[config.mk]
export PLATFORM = sky130hd
export DESIGN_NAME = dispatchStage
export DESIGN_NICKNAME = d
export VERILOG_FILES = /design/src/logic/maskPkg.sv /design/src/logic/capacityPkg.sv /design/src/logic/dispatchLatch.sv /design/src/logic/capacityCheck.sv /design/src/logic/packetRouter.sv /design/src/logic/dispatchStage.sv
export VERILOG_INCLUDE_DIRS = /design/src /design/src/include
export SDC_FILE = /design/constraint.sdc
export NUM_CORES = 1
export LEC_CHECK = 0
export BUFFER_PORTS_ARGS = -buffer_cell sky130_fd_sc_hd__buf_2
export CORE_AREA = 2 2 282 284
export CTS_CLUSTER_DIAMETER = 50
export CTS_CLUSTER_SIZE = 16
export DETAILED_ROUTE_END_ITERATION = 8
export DIE_AREA = 0 0 284 286
export GPL_TIMING_DRIVEN = 0
export PLACE_DENSITY = 0.35
export SYNTH_ARGS = -nofsm -noshare
export SYNTH_HDL_FRONTEND = slang
export SYNTH_SLANG_ARGS = --single-unit
[constraint.sdc]
create_clock -name clk -period 17.3 [get_ports clk]
set_input_delay 2.595 -clock clk [delete_from_list [all_inputs] [get_ports clk]]
set_output_delay 2.595 -clock clk [all_outputs]
set_load 0.01 [all_outputs]
[src/include/dispatch_settings.svh]
// Widths and queue sizes of the four-wide dispatch stage.
// Count inputs are one bit wider than the matching index width.
`ifndef DISPATCH_SETTINGS_SVH
`define DISPATCH_SETTINGS_SVH

// Bundle shape
`define DISPATCH_WIDTH 4
`define CHECKPOINTS 8
`define CHECKPOINTS_LOG 3

// Per-lane field widths
`define SIZE_PC 32
`define SIZE_RMT_LOG 5
`define SIZE_PHYSICAL_LOG 7
`define SIZE_OPCODE 8

// Back-end queue sizes; each count port is [*_LOG:0]
`define SIZE_LSQ 16
`define SIZE_LSQ_LOG 4
`define SIZE_ISSUEQ 32
`define SIZE_ISSUEQ_LOG 5
`define SIZE_ACTIVELIST 64
`define SIZE_ACTIVELIST_LOG 6

`endif

[src/logic/maskPkg.sv]
// Branch checkpoint helpers shared by the holding latch and the router.
`include "dispatch_settings.svh"

package maskPkg;

  // Drops checkpoint id from a branch mask once its control instruction verifies
  function automatic logic [`CHECKPOINTS-1:0] clearResolved(
    input logic [`CHECKPOINTS-1:0]     mask,
    input logic                        verify,
    input logic [`CHECKPOINTS_LOG-1:0] id
  );
    logic [`CHECKPOINTS-1:0] result;
    result = mask;
    if (verify) begin
      result[id] = 1'b0;
    end
    return result;
  endfunction

endpackage

[src/logic/capacityPkg.sv]
// Queue occupancy helpers for the dispatch room check.
// Counts are plain integers, so every queue size shares one function.
`include "dispatch_settings.svh"

package capacityPkg;

  // Width that holds any count from 0 up to DISPATCH_WIDTH
  localparam int CntWidth = $clog2(`DISPATCH_WIDTH + 1);

  // Number of lanes whose flag is set
  function automatic logic [CntWidth-1:0] countFlags(
    input logic [`DISPATCH_WIDTH-1:0] flags
  );
    logic [CntWidth-1:0] cnt;
    cnt = '0;
    for (int i = 0; i < `DISPATCH_WIDTH; i++) begin
      cnt = cnt + CntWidth'(flags[i]);
    end
    return cnt;
  endfunction

  // True when the queue can take every incoming entry
  function automatic logic hasRoom(
    input int unsigned count,
    input int unsigned incoming,
    input int unsigned size
  );
    return (count + incoming) <= size;
  endfunction

endpackage

[src/logic/dispatchLatch.sv]
// One-bundle Rename/Dispatch register with a valid/ready handshake.
// A bundle that rename offers during a recovery is refused (ready is low).
`timescale 1ns/1ps
`include "dispatch_settings.svh"

module dispatchLatch import maskPkg::*; (
  input  logic                          clk,
  input  logic                          rstN_i,
  input  logic                          renameValid_i,
  input  logic                          fire_i,
  input  logic                          flagRecoverEX_i,
  input  logic                          ctrlVerified_i,
  input  logic [`CHECKPOINTS_LOG-1:0]   ctrlVerifiedId_i,
  input  logic [`SIZE_PC-1:0]           pc_i         [`DISPATCH_WIDTH],
  input  logic [`SIZE_RMT_LOG-1:0]      logDest_i    [`DISPATCH_WIDTH],
  input  logic [`SIZE_PHYSICAL_LOG-1:0] phyDest_i    [`DISPATCH_WIDTH],
  input  logic [`SIZE_PHYSICAL_LOG-1:0] phySrc1_i    [`DISPATCH_WIDTH],
  input  logic [`SIZE_PHYSICAL_LOG-1:0] phySrc2_i    [`DISPATCH_WIDTH],
  input  logic [`SIZE_OPCODE-1:0]       opcode_i     [`DISPATCH_WIDTH],
  input  logic                          isLoad_i     [`DISPATCH_WIDTH],
  input  logic                          isStore_i    [`DISPATCH_WIDTH],
  input  logic [`CHECKPOINTS-1:0]       branchMask_i [`DISPATCH_WIDTH],
  output logic                          full_o,
  output logic                          ready_o,
  output logic [`SIZE_PC-1:0]           pc_o         [`DISPATCH_WIDTH],
  output logic [`SIZE_RMT_LOG-1:0]      logDest_o    [`DISPATCH_WIDTH],
  output logic [`SIZE_PHYSICAL_LOG-1:0] phyDest_o    [`DISPATCH_WIDTH],
  output logic [`SIZE_PHYSICAL_LOG-1:0] phySrc1_o    [`DISPATCH_WIDTH],
  output logic [`SIZE_PHYSICAL_LOG-1:0] phySrc2_o    [`DISPATCH_WIDTH],
  output logic [`SIZE_OPCODE-1:0]       opcode_o     [`DISPATCH_WIDTH],
  output logic                          isLoad_o     [`DISPATCH_WIDTH],
  output logic                          isStore_o    [`DISPATCH_WIDTH],
  output logic [`CHECKPOINTS-1:0]       branchMask_o [`DISPATCH_WIDTH]
);

  logic load;

  // The slot opens when it is empty or its bundle leaves this cycle
  assign ready_o = (~full_o | fire_i) & ~flagRecoverEX_i;
  assign load    = renameValid_i & ready_o;

  always_ff @(posedge clk or negedge rstN_i) begin
    if (!rstN_i) begin
      full_o <= 1'b0;
      for (int i = 0; i < `DISPATCH_WIDTH; i++) begin
        isLoad_o[i]  <= 1'b0;
        isStore_o[i] <= 1'b0;
      end
    end else begin
      if (flagRecoverEX_i) begin
        full_o <= 1'b0;
      end else if (load) begin
        full_o <= 1'b1;
      end else if (fire_i) begin
        full_o <= 1'b0;
      end
      if (load) begin
        isLoad_o  <= isLoad_i;
        isStore_o <= isStore_i;
      end
    end
  end

  always_ff @(posedge clk) begin
    for (int i = 0; i < `DISPATCH_WIDTH; i++) begin
      if (load) begin
        pc_o[i]         <= pc_i[i];
        logDest_o[i]    <= logDest_i[i];
        phyDest_o[i]    <= phyDest_i[i];
        phySrc1_o[i]    <= phySrc1_i[i];
        phySrc2_o[i]    <= phySrc2_i[i];
        opcode_o[i]     <= opcode_i[i];
        branchMask_o[i] <= branchMask_i[i];
      end else if (full_o) begin
        // A stalled bundle must not keep a checkpoint that has already resolved
        branchMask_o[i] <= clearResolved(branchMask_o[i], ctrlVerified_i, ctrlVerifiedId_i);
      end
    end
  end

  // The top level may only dispatch a bundle that is actually held
  fireNeedsBundle: assert property (@(posedge clk) disable iff (!rstN_i) fire_i |-> full_o)
    else $error("dispatch fired while the holding latch was empty");

endmodule

[src/logic/capacityCheck.sv]
// Decides whether the back end can take the whole held bundle.
// Issue queue and active list always reserve a full bundle of entries.
`timescale 1ns/1ps
`include "dispatch_settings.svh"

module capacityCheck import capacityPkg::*; (
  input  logic                            isLoad_i  [`DISPATCH_WIDTH],
  input  logic                            isStore_i [`DISPATCH_WIDTH],
  input  logic [`SIZE_LSQ_LOG:0]          loadQueueCnt_i,
  input  logic [`SIZE_LSQ_LOG:0]          storeQueueCnt_i,
  input  logic [`SIZE_ISSUEQ_LOG:0]       issueQueueCnt_i,
  input  logic [`SIZE_ACTIVELIST_LOG:0]   activeListCnt_i,
  output logic                            fits_o
);

  logic [`DISPATCH_WIDTH-1:0] loadVec;
  logic [`DISPATCH_WIDTH-1:0] storeVec;
  logic [CntWidth-1:0]        loadCnt;
  logic [CntWidth-1:0]        storeCnt;

  always_comb begin
    for (int i = 0; i < `DISPATCH_WIDTH; i++) begin
      loadVec[i]  = isLoad_i[i];
      storeVec[i] = isStore_i[i];
    end
  end

  // Real counts, since several loads or stores can share one bundle
  assign loadCnt  = countFlags(loadVec);
  assign storeCnt = countFlags(storeVec);

  assign fits_o = hasRoom(loadQueueCnt_i, loadCnt, `SIZE_LSQ)
                & hasRoom(storeQueueCnt_i, storeCnt, `SIZE_LSQ)
                & hasRoom(issueQueueCnt_i, `DISPATCH_WIDTH, `SIZE_ISSUEQ)
                & hasRoom(activeListCnt_i, `DISPATCH_WIDTH, `SIZE_ACTIVELIST);

  // A lane takes one LSQ entry at most, so the two counts never overlap
  always_comb begin
    assert ((loadVec & storeVec) == '0)
      else $error("lane flagged as both load and store");
  end

endmodule

[src/logic/packetRouter.sv]
// Fans each held lane out to the issue queue, active list and LSQ.
// Purely combinational; the verify clear reaches the outputs at once.
`timescale 1ns/1ps
`include "dispatch_settings.svh"

module packetRouter import maskPkg::*; (
  input  logic [`SIZE_PC-1:0]           pc_i            [`DISPATCH_WIDTH],
  input  logic [`SIZE_RMT_LOG-1:0]      logDest_i       [`DISPATCH_WIDTH],
  input  logic [`SIZE_PHYSICAL_LOG-1:0] phyDest_i       [`DISPATCH_WIDTH],
  input  logic [`SIZE_PHYSICAL_LOG-1:0] phySrc1_i       [`DISPATCH_WIDTH],
  input  logic [`SIZE_PHYSICAL_LOG-1:0] phySrc2_i       [`DISPATCH_WIDTH],
  input  logic [`SIZE_OPCODE-1:0]       opcode_i        [`DISPATCH_WIDTH],
  input  logic                          isLoad_i        [`DISPATCH_WIDTH],
  input  logic                          isStore_i       [`DISPATCH_WIDTH],
  input  logic [`CHECKPOINTS-1:0]       branchMask_i    [`DISPATCH_WIDTH],
  input  logic                          ctrlVerified_i,
  input  logic [`CHECKPOINTS_LOG-1:0]   ctrlVerifiedId_i,
  output logic [`SIZE_OPCODE-1:0]       iqOpcode_o      [`DISPATCH_WIDTH],
  output logic [`SIZE_PHYSICAL_LOG-1:0] iqPhySrc1_o     [`DISPATCH_WIDTH],
  output logic [`SIZE_PHYSICAL_LOG-1:0] iqPhySrc2_o     [`DISPATCH_WIDTH],
  output logic [`SIZE_PHYSICAL_LOG-1:0] iqPhyDest_o     [`DISPATCH_WIDTH],
  output logic [`CHECKPOINTS-1:0]       iqBranchMask_o  [`DISPATCH_WIDTH],
  output logic                          iqIsLoad_o      [`DISPATCH_WIDTH],
  output logic                          iqIsStore_o     [`DISPATCH_WIDTH],
  output logic [`SIZE_PC-1:0]           alPc_o          [`DISPATCH_WIDTH],
  output logic [`SIZE_RMT_LOG-1:0]      alLogDest_o     [`DISPATCH_WIDTH],
  output logic [`SIZE_PHYSICAL_LOG-1:0] alPhyDest_o     [`DISPATCH_WIDTH],
  output logic                          alIsLoad_o      [`DISPATCH_WIDTH],
  output logic                          alIsStore_o     [`DISPATCH_WIDTH],
  output logic [`CHECKPOINTS-1:0]       lsqBranchMask_o [`DISPATCH_WIDTH],
  output logic                          lsqIsLoad_o     [`DISPATCH_WIDTH],
  output logic                          lsqIsStore_o    [`DISPATCH_WIDTH]
);

  logic [`CHECKPOINTS-1:0] laneMask [`DISPATCH_WIDTH];

  always_comb begin
    for (int i = 0; i < `DISPATCH_WIDTH; i++) begin
      // One cleared mask per lane feeds both the issue queue and the LSQ
      laneMask[i] = clearResolved(branchMask_i[i], ctrlVerified_i, ctrlVerifiedId_i);

      iqOpcode_o[i]     = opcode_i[i];
      iqPhySrc1_o[i]    = phySrc1_i[i];
      iqPhySrc2_o[i]    = phySrc2_i[i];
      iqPhyDest_o[i]    = phyDest_i[i];
      iqBranchMask_o[i] = laneMask[i];
      iqIsLoad_o[i]     = isLoad_i[i];
      iqIsStore_o[i]    = isStore_i[i];

      // The active list keeps what retirement needs to free the old mapping
      alPc_o[i]      = pc_i[i];
      alLogDest_o[i] = logDest_i[i];
      alPhyDest_o[i] = phyDest_i[i];
      alIsLoad_o[i]  = isLoad_i[i];
      alIsStore_o[i] = isStore_i[i];

      lsqBranchMask_o[i] = laneMask[i];
      lsqIsLoad_o[i]     = isLoad_i[i];
      lsqIsStore_o[i]    = isStore_i[i];
    end
  end

endmodule

[src/logic/dispatchStage.sv]
// Dispatch stage top: holding latch, room check and back-end routing.
// Back-end queues push back only through their occupancy counts.
`timescale 1ns/1ps
`include "dispatch_settings.svh"

module dispatchStage (
  input  logic                            clk,
  input  logic                            rstN_i,
  input  logic                            renameValid_i,
  input  logic [`SIZE_PC-1:0]             pc_i            [`DISPATCH_WIDTH],
  input  logic [`SIZE_RMT_LOG-1:0]        logDest_i       [`DISPATCH_WIDTH],
  input  logic [`SIZE_PHYSICAL_LOG-1:0]   phyDest_i       [`DISPATCH_WIDTH],
  input  logic [`SIZE_PHYSICAL_LOG-1:0]   phySrc1_i       [`DISPATCH_WIDTH],
  input  logic [`SIZE_PHYSICAL_LOG-1:0]   phySrc2_i       [`DISPATCH_WIDTH],
  input  logic [`SIZE_OPCODE-1:0]         opcode_i        [`DISPATCH_WIDTH],
  input  logic                            isLoad_i        [`DISPATCH_WIDTH],
  input  logic                            isStore_i       [`DISPATCH_WIDTH],
  input  logic [`CHECKPOINTS-1:0]         branchMask_i    [`DISPATCH_WIDTH],
  input  logic                            flagRecoverEX_i,
  input  logic                            ctrlVerified_i,
  input  logic [`CHECKPOINTS_LOG-1:0]     ctrlVerifiedId_i,
  input  logic [`SIZE_LSQ_LOG:0]          loadQueueCnt_i,
  input  logic [`SIZE_LSQ_LOG:0]          storeQueueCnt_i,
  input  logic [`SIZE_ISSUEQ_LOG:0]       issueQueueCnt_i,
  input  logic [`SIZE_ACTIVELIST_LOG:0]   activeListCnt_i,
  output logic                            dispatchReady_o,
  output logic                            dispatchValid_o,
  output logic                            stallFrontEnd_o,
  output logic [`SIZE_OPCODE-1:0]         iqOpcode_o      [`DISPATCH_WIDTH],
  output logic [`SIZE_PHYSICAL_LOG-1:0]   iqPhySrc1_o     [`DISPATCH_WIDTH],
  output logic [`SIZE_PHYSICAL_LOG-1:0]   iqPhySrc2_o     [`DISPATCH_WIDTH],
  output logic [`SIZE_PHYSICAL_LOG-1:0]   iqPhyDest_o     [`DISPATCH_WIDTH],
  output logic [`CHECKPOINTS-1:0]         iqBranchMask_o  [`DISPATCH_WIDTH],
  output logic                            iqIsLoad_o      [`DISPATCH_WIDTH],
  output logic                            iqIsStore_o     [`DISPATCH_WIDTH],
  output logic [`SIZE_PC-1:0]             alPc_o          [`DISPATCH_WIDTH],
  output logic [`SIZE_RMT_LOG-1:0]        alLogDest_o     [`DISPATCH_WIDTH],
  output logic [`SIZE_PHYSICAL_LOG-1:0]   alPhyDest_o     [`DISPATCH_WIDTH],
  output logic                            alIsLoad_o      [`DISPATCH_WIDTH],
  output logic                            alIsStore_o     [`DISPATCH_WIDTH],
  output logic [`CHECKPOINTS-1:0]         lsqBranchMask_o [`DISPATCH_WIDTH],
  output logic                            lsqIsLoad_o     [`DISPATCH_WIDTH],
  output logic                            lsqIsStore_o    [`DISPATCH_WIDTH]
);

  logic                          full;
  logic                          fits;
  logic                          fire;
  logic [`SIZE_PC-1:0]           heldPc      [`DISPATCH_WIDTH];
  logic [`SIZE_RMT_LOG-1:0]      heldLogDest [`DISPATCH_WIDTH];
  logic [`SIZE_PHYSICAL_LOG-1:0] heldPhyDest [`DISPATCH_WIDTH];
  logic [`SIZE_PHYSICAL_LOG-1:0] heldPhySrc1 [`DISPATCH_WIDTH];
  logic [`SIZE_PHYSICAL_LOG-1:0] heldPhySrc2 [`DISPATCH_WIDTH];
  logic [`SIZE_OPCODE-1:0]       heldOpcode  [`DISPATCH_WIDTH];
  logic                          heldIsLoad  [`DISPATCH_WIDTH];
  logic                          heldIsStore [`DISPATCH_WIDTH];
  logic [`CHECKPOINTS-1:0]       heldMask    [`DISPATCH_WIDTH];

  // Whole bundles only; a recovery squashes the held bundle in place
  assign fire            = full & fits & ~flagRecoverEX_i;
  assign dispatchValid_o = fire;
  assign stallFrontEnd_o = full & ~fits;

  dispatchLatch latch (
    .clk(clk), .rstN_i(rstN_i), .renameValid_i(renameValid_i), .fire_i(fire),
    .flagRecoverEX_i(flagRecoverEX_i), .ctrlVerified_i(ctrlVerified_i),
    .ctrlVerifiedId_i(ctrlVerifiedId_i), .pc_i(pc_i), .logDest_i(logDest_i),
    .phyDest_i(phyDest_i), .phySrc1_i(phySrc1_i), .phySrc2_i(phySrc2_i),
    .opcode_i(opcode_i), .isLoad_i(isLoad_i), .isStore_i(isStore_i),
    .branchMask_i(branchMask_i), .full_o(full), .ready_o(dispatchReady_o),
    .pc_o(heldPc), .logDest_o(heldLogDest), .phyDest_o(heldPhyDest),
    .phySrc1_o(heldPhySrc1), .phySrc2_o(heldPhySrc2), .opcode_o(heldOpcode),
    .isLoad_o(heldIsLoad), .isStore_o(heldIsStore), .branchMask_o(heldMask)
  );

  capacityCheck check (
    .isLoad_i(heldIsLoad), .isStore_i(heldIsStore), .loadQueueCnt_i(loadQueueCnt_i),
    .storeQueueCnt_i(storeQueueCnt_i), .issueQueueCnt_i(issueQueueCnt_i),
    .activeListCnt_i(activeListCnt_i), .fits_o(fits)
  );

  packetRouter router (
    .pc_i(heldPc), .logDest_i(heldLogDest), .phyDest_i(heldPhyDest),
    .phySrc1_i(heldPhySrc1), .phySrc2_i(heldPhySrc2), .opcode_i(heldOpcode),
    .isLoad_i(heldIsLoad), .isStore_i(heldIsStore), .branchMask_i(heldMask),
    .ctrlVerified_i(ctrlVerified_i), .ctrlVerifiedId_i(ctrlVerifiedId_i),
    .iqOpcode_o(iqOpcode_o), .iqPhySrc1_o(iqPhySrc1_o), .iqPhySrc2_o(iqPhySrc2_o),
    .iqPhyDest_o(iqPhyDest_o), .iqBranchMask_o(iqBranchMask_o),
    .iqIsLoad_o(iqIsLoad_o), .iqIsStore_o(iqIsStore_o), .alPc_o(alPc_o),
    .alLogDest_o(alLogDest_o), .alPhyDest_o(alPhyDest_o), .alIsLoad_o(alIsLoad_o),
    .alIsStore_o(alIsStore_o), .lsqBranchMask_o(lsqBranchMask_o),
    .lsqIsLoad_o(lsqIsLoad_o), .lsqIsStore_o(lsqIsStore_o)
  );

  noDispatchOnRecovery: assert property (@(posedge clk) disable iff (!rstN_i)
    !(dispatchValid_o && flagRecoverEX_i))
    else $error("bundle dispatched during a recovery");

endmodule

==> reports/results.tsv <==
stage	metric	value	unit
critical_path	Largest delay share family, worst path	simple AND/OR/NAND/NOR gates	
critical_path	crit-path cells	buf_2, ha_1, inv_1, fa_1, nor2b_1, o2111ai_1, a21oi_2, nor2_2, clkbuf_1, nor4b_1, buf_2	
route	vias per cell	3.80	
floorplanning	number of top-level pins	718	
clock_network	post-CTS setup buffer count	0	
sta	slew margin rel.	0.326	
layout	growth of design area from synthesis to finish	55.5	%
route	Detailed Routing Iterations Pass 1	5	
floorplanning	Starting Density	0.160	
sta	min cycle time layout	8.27	ns
clock_network	clock buffer depth	3	
global_route	vias in the first global route	10500	
global_route	grt total ovfl	0	
logic_synthesis	Synth top area share	0.711	
critical_path	Worst Setup Start Kind	input pin	
layout	Finished Layout Cells	2663	
place	Placed Cells	2567	
place	RePlAce Congestion	0.896	
sta	Final WS setup	9.03	ns
route	DR DRC count	0	
logic_synthesis	syn_nets	1139	
critical_path	Crit. End Element	output port	
clock_network	Clock Latency Late Sink	0.61	ns
place	DP Worst Slack	8.98	ns
sta	fin. max-slew vios	0	
place	DP Area	17600	µm²
outcome	status	completed	
route	via count	10100	
route	initial drt markers	574	
place	DPL Wire Length	48.4	mm
logic_synthesis	sequential share of the synthesized area	0.729	
global_route	initial antenna violation count	33	
job	max_cap viols	0	
sta	Final setup viols	0	
power	Worst VDD drop	0.0808	mV
critical_path	CP max-delay cell	nor4b_1	
critical_path	Worst EP arrival	5.68	ns
min_path	worst hold path class	reg2reg	
logic_synthesis	Async S/R FF share, synth	0.0295	
layout	final non-filler cell area	19500	µm²
critical_path	CP Max Fanout	10	
floorplanning	Die ar.	81200	µm²
clock_network	post-cts resize count	0	
logic_synthesis	Synth Cell Area	12500	µm²
layout	fillers	8461	
floorplanning	Die W	284	µm
sta	unrepaired setup endpoints after global routing	no	
route	Antenna Nets Post-Route	0	
clock_network	cts hold-fix bufs	0	
logic_synthesis	area leader, netlist	edfxtp_1	
logic_synthesis	post-synth cell types	43	
place	I/O Buffers	717	
global_route	Tot GR Track Use	0.143	
sta	Final Hold Viols	0	
sta	setup_tns	0	ns
critical_path	Crit path largest cell delay	0.54	ns
sta	Final Skew	0.0353	ns
floorplanning	die extent in y	286	µm
global_route	largest net degree at the start of global routing	34	
logic_synthesis	EDFF count, synth	296	
sta	Worst Tran Pin Value	1.01	ns
clock_network	CTS buffer count	49	
sta	highest attainable clock frequency	0.121	GHz
logic_synthesis	Ys Warns	0	
critical_path	WP buf/inv	4	
route	Post-Route WL	60.5	mm
clock_network	Clock Pin Slew Worst Setup and Hold Paths	0.05	ns
logic_synthesis	Synth Area per Inst	15.8	µm²
layout	Nets	1917	
floorplanning	Site Rows	103	
critical_path	CP most frequent cell	buf_2	
logic_synthesis	ranking of synthesized cells by area	edfxtp_1 71%, buf_4 4.7%, a311o_1 3.2%	
logic_synthesis	Post-Syn Instances	790	
power	P_leak	8.26	nW
critical_path	worst setup path class	in2out	
power	Pwr Density	139	nW/µm²
layout	layout cells sized above 1	0.566	
clock_network	CTS tree	done	
clock_network	CTS Sinks	305	
sta	period utilization	0.478	
clock_network	clk root buf	clkbuf_16	
floorplanning	Core ar.	78400	µm²
logic_synthesis	Yosys reg bits	305	
logic_synthesis	Top FF cell, synth	edfxtp_1	
global_route	first-pass GRT wire length	82.0	mm
clock_network	H-tree depth	2	
critical_path	Worst Path Required	14.70	ns
route	DR WL/cell	22.7	µm
sta	Hold Worst Slack	0.687	ns
## report_power, final
group          internal [mW]  switching (mW)
Sequential             0.887          0.0361
Combinational          0.288           0.410
Clock                  0.649           0.426
Total                   1.82           0.872
## Yosys cell counts (all sizes together) (2+ instances only)
library cell	instances
mux2i	32
nor2b	7
o21a	2
o21ba	2
nand3b	8
clkbuf	37
nand2	58
nand2b	3
a21o	29
and2	33
a31o	4
nor3b	33
o211ai	32
dfrtp	9
nor3	8
nand3	5
a311o	40
o21ai	5
edfxtp	296
ha	10
fa	4
buf	83
nor2	5
a21oi	8
o31ai	5
inv	18
o2111ai	4
## state kept, by name (all words and copies together), names as in the netlist
register            count
latch.phyDest_o        28
latch.isStore_o         4
latch.isLoad_o          4
latch.opcode_o         32
latch.phySrc2_o        28
latch.full_o            1
latch.logDest_o        20
latch.phySrc1_o        28
latch.pc_o            128
latch.branchMask_o     32
## cells by family (layout without fill, tap and decap cells)
family	after synthesis	after routing	synth area share
other	0	4	0
AOI/OAI and AO/OA	134	134	0.0880
xor gates and xnor gates	2	2	0.00140
and+or+nand+nor	165	165	0.0738
DFF	305	305	0.729
buffers and inverters	138	957	0.0660
muxes	32	32	0.0256
adders and majority gates	14	14	0.0164
## cells in the final DEF (no fill, tap or decap), drive strengths merged, types with 2 or more instances in the layout
cell	n
buf	810
edfxtp	296
clkbuf	89
nand2	58
a311o	40
and2	33
nor3b	33
o211ai	32
mux2i	32
inv	30
a21o	29
clkinv	21
ha	10
dfrtp	9
nand3b	8
nor3	8
a21oi	8
nor2b	7
bufinv	7
nand3	5
o31ai	5
o21ai	5
nor2	5
diode	4
o2111ai	4
a31o	4
fa	4
nand2b	3
o21a	2
o21ba	2
## worst reg2reg max path, stage by stage, from the launching register on
cell and delay (ns):
dfrtp_1 0.47, ha_1 0.33, inv_1 0.06, fa_1 0.41
inv_1 0.07, ha_1 0.18, inv_1 0.06, fa_1 0.47
nor2b_1 0.18, o2111ai_1 0.17, a21oi_2 0.51, nor2_2 0.28
o21a_1 0.37, nor2_4 0.65, buf_12 0.29, buf_12 0.26
buf_12 0.26
## worst paths after layout
| path | from | cells after the start | to | slack (ns) |
|---|---|---|---|---|
| max in group asynchronous | rstN_i | 1 | latch.isStore_o[3]$_DFFE_PN0P_ | 15.23 |
| setup / recovery | storeQueueCnt_i[0] | 11 | dispatchValid_o | 9.03 |
| min in group asynchronous | rstN_i | 1 | latch.isStore_o[1]$_DFFE_PN0P_ | 1.87 |
| setup reg to reg | latch.isStore_o[2]$_DFFE_PN0P_ | 16 | latch.phySrc2_o[7]$_DFFE_PP_ | 11.95 |
| hold / removal | latch.isLoad_o[0]$_DFFE_PN0P_ | 1 | latch.isLoad_o[0]$_DFFE_PN0P_ | 0.69 |
| hold reg to reg | latch.isLoad_o[0]$_DFFE_PN0P_ | 1 | latch.isLoad_o[0]$_DFFE_PN0P_ | 0.69 |
## per-layer routing
layer / GRT usage / wire length [µm] / part of all wire / vias up
li1: - / - / - / 4553
met1: 0.163 / 22900 / 0.38 / 4918
met2: 0.245 / 30100 / 0.50 / 530
met3: 0.0543 / 5630 / 0.093 / 120
met4: 0.0458 / 1850 / 0.031 / 2
met5: 0 / 12 / 0.00020 / -
## per-stage QoR
step	total power, mW	utilization
finish	2.70	0.248
global route	2.83	0.248
CTS	2.75	0.248
detailed placement	1.64	0.225
global placement	1.66	0.222
floorplan	1.36	-
## cell type report
type	count	area, µm²	share of cell area
timing repair buffer	727	3800	0.195
clock buffer	52	1240	0.0636
multi-input combinational	347	2580	0.133
tap	1050	1310	0.0675
sequential	305	9110	0.469
antenna	4	10.0	0.000515
clock inverter	40	577	0.0297
inverter	18	67.6	0.00347
buffer	120	758	0.0390
No activity file was read; power rests on OpenSTA's default activity.
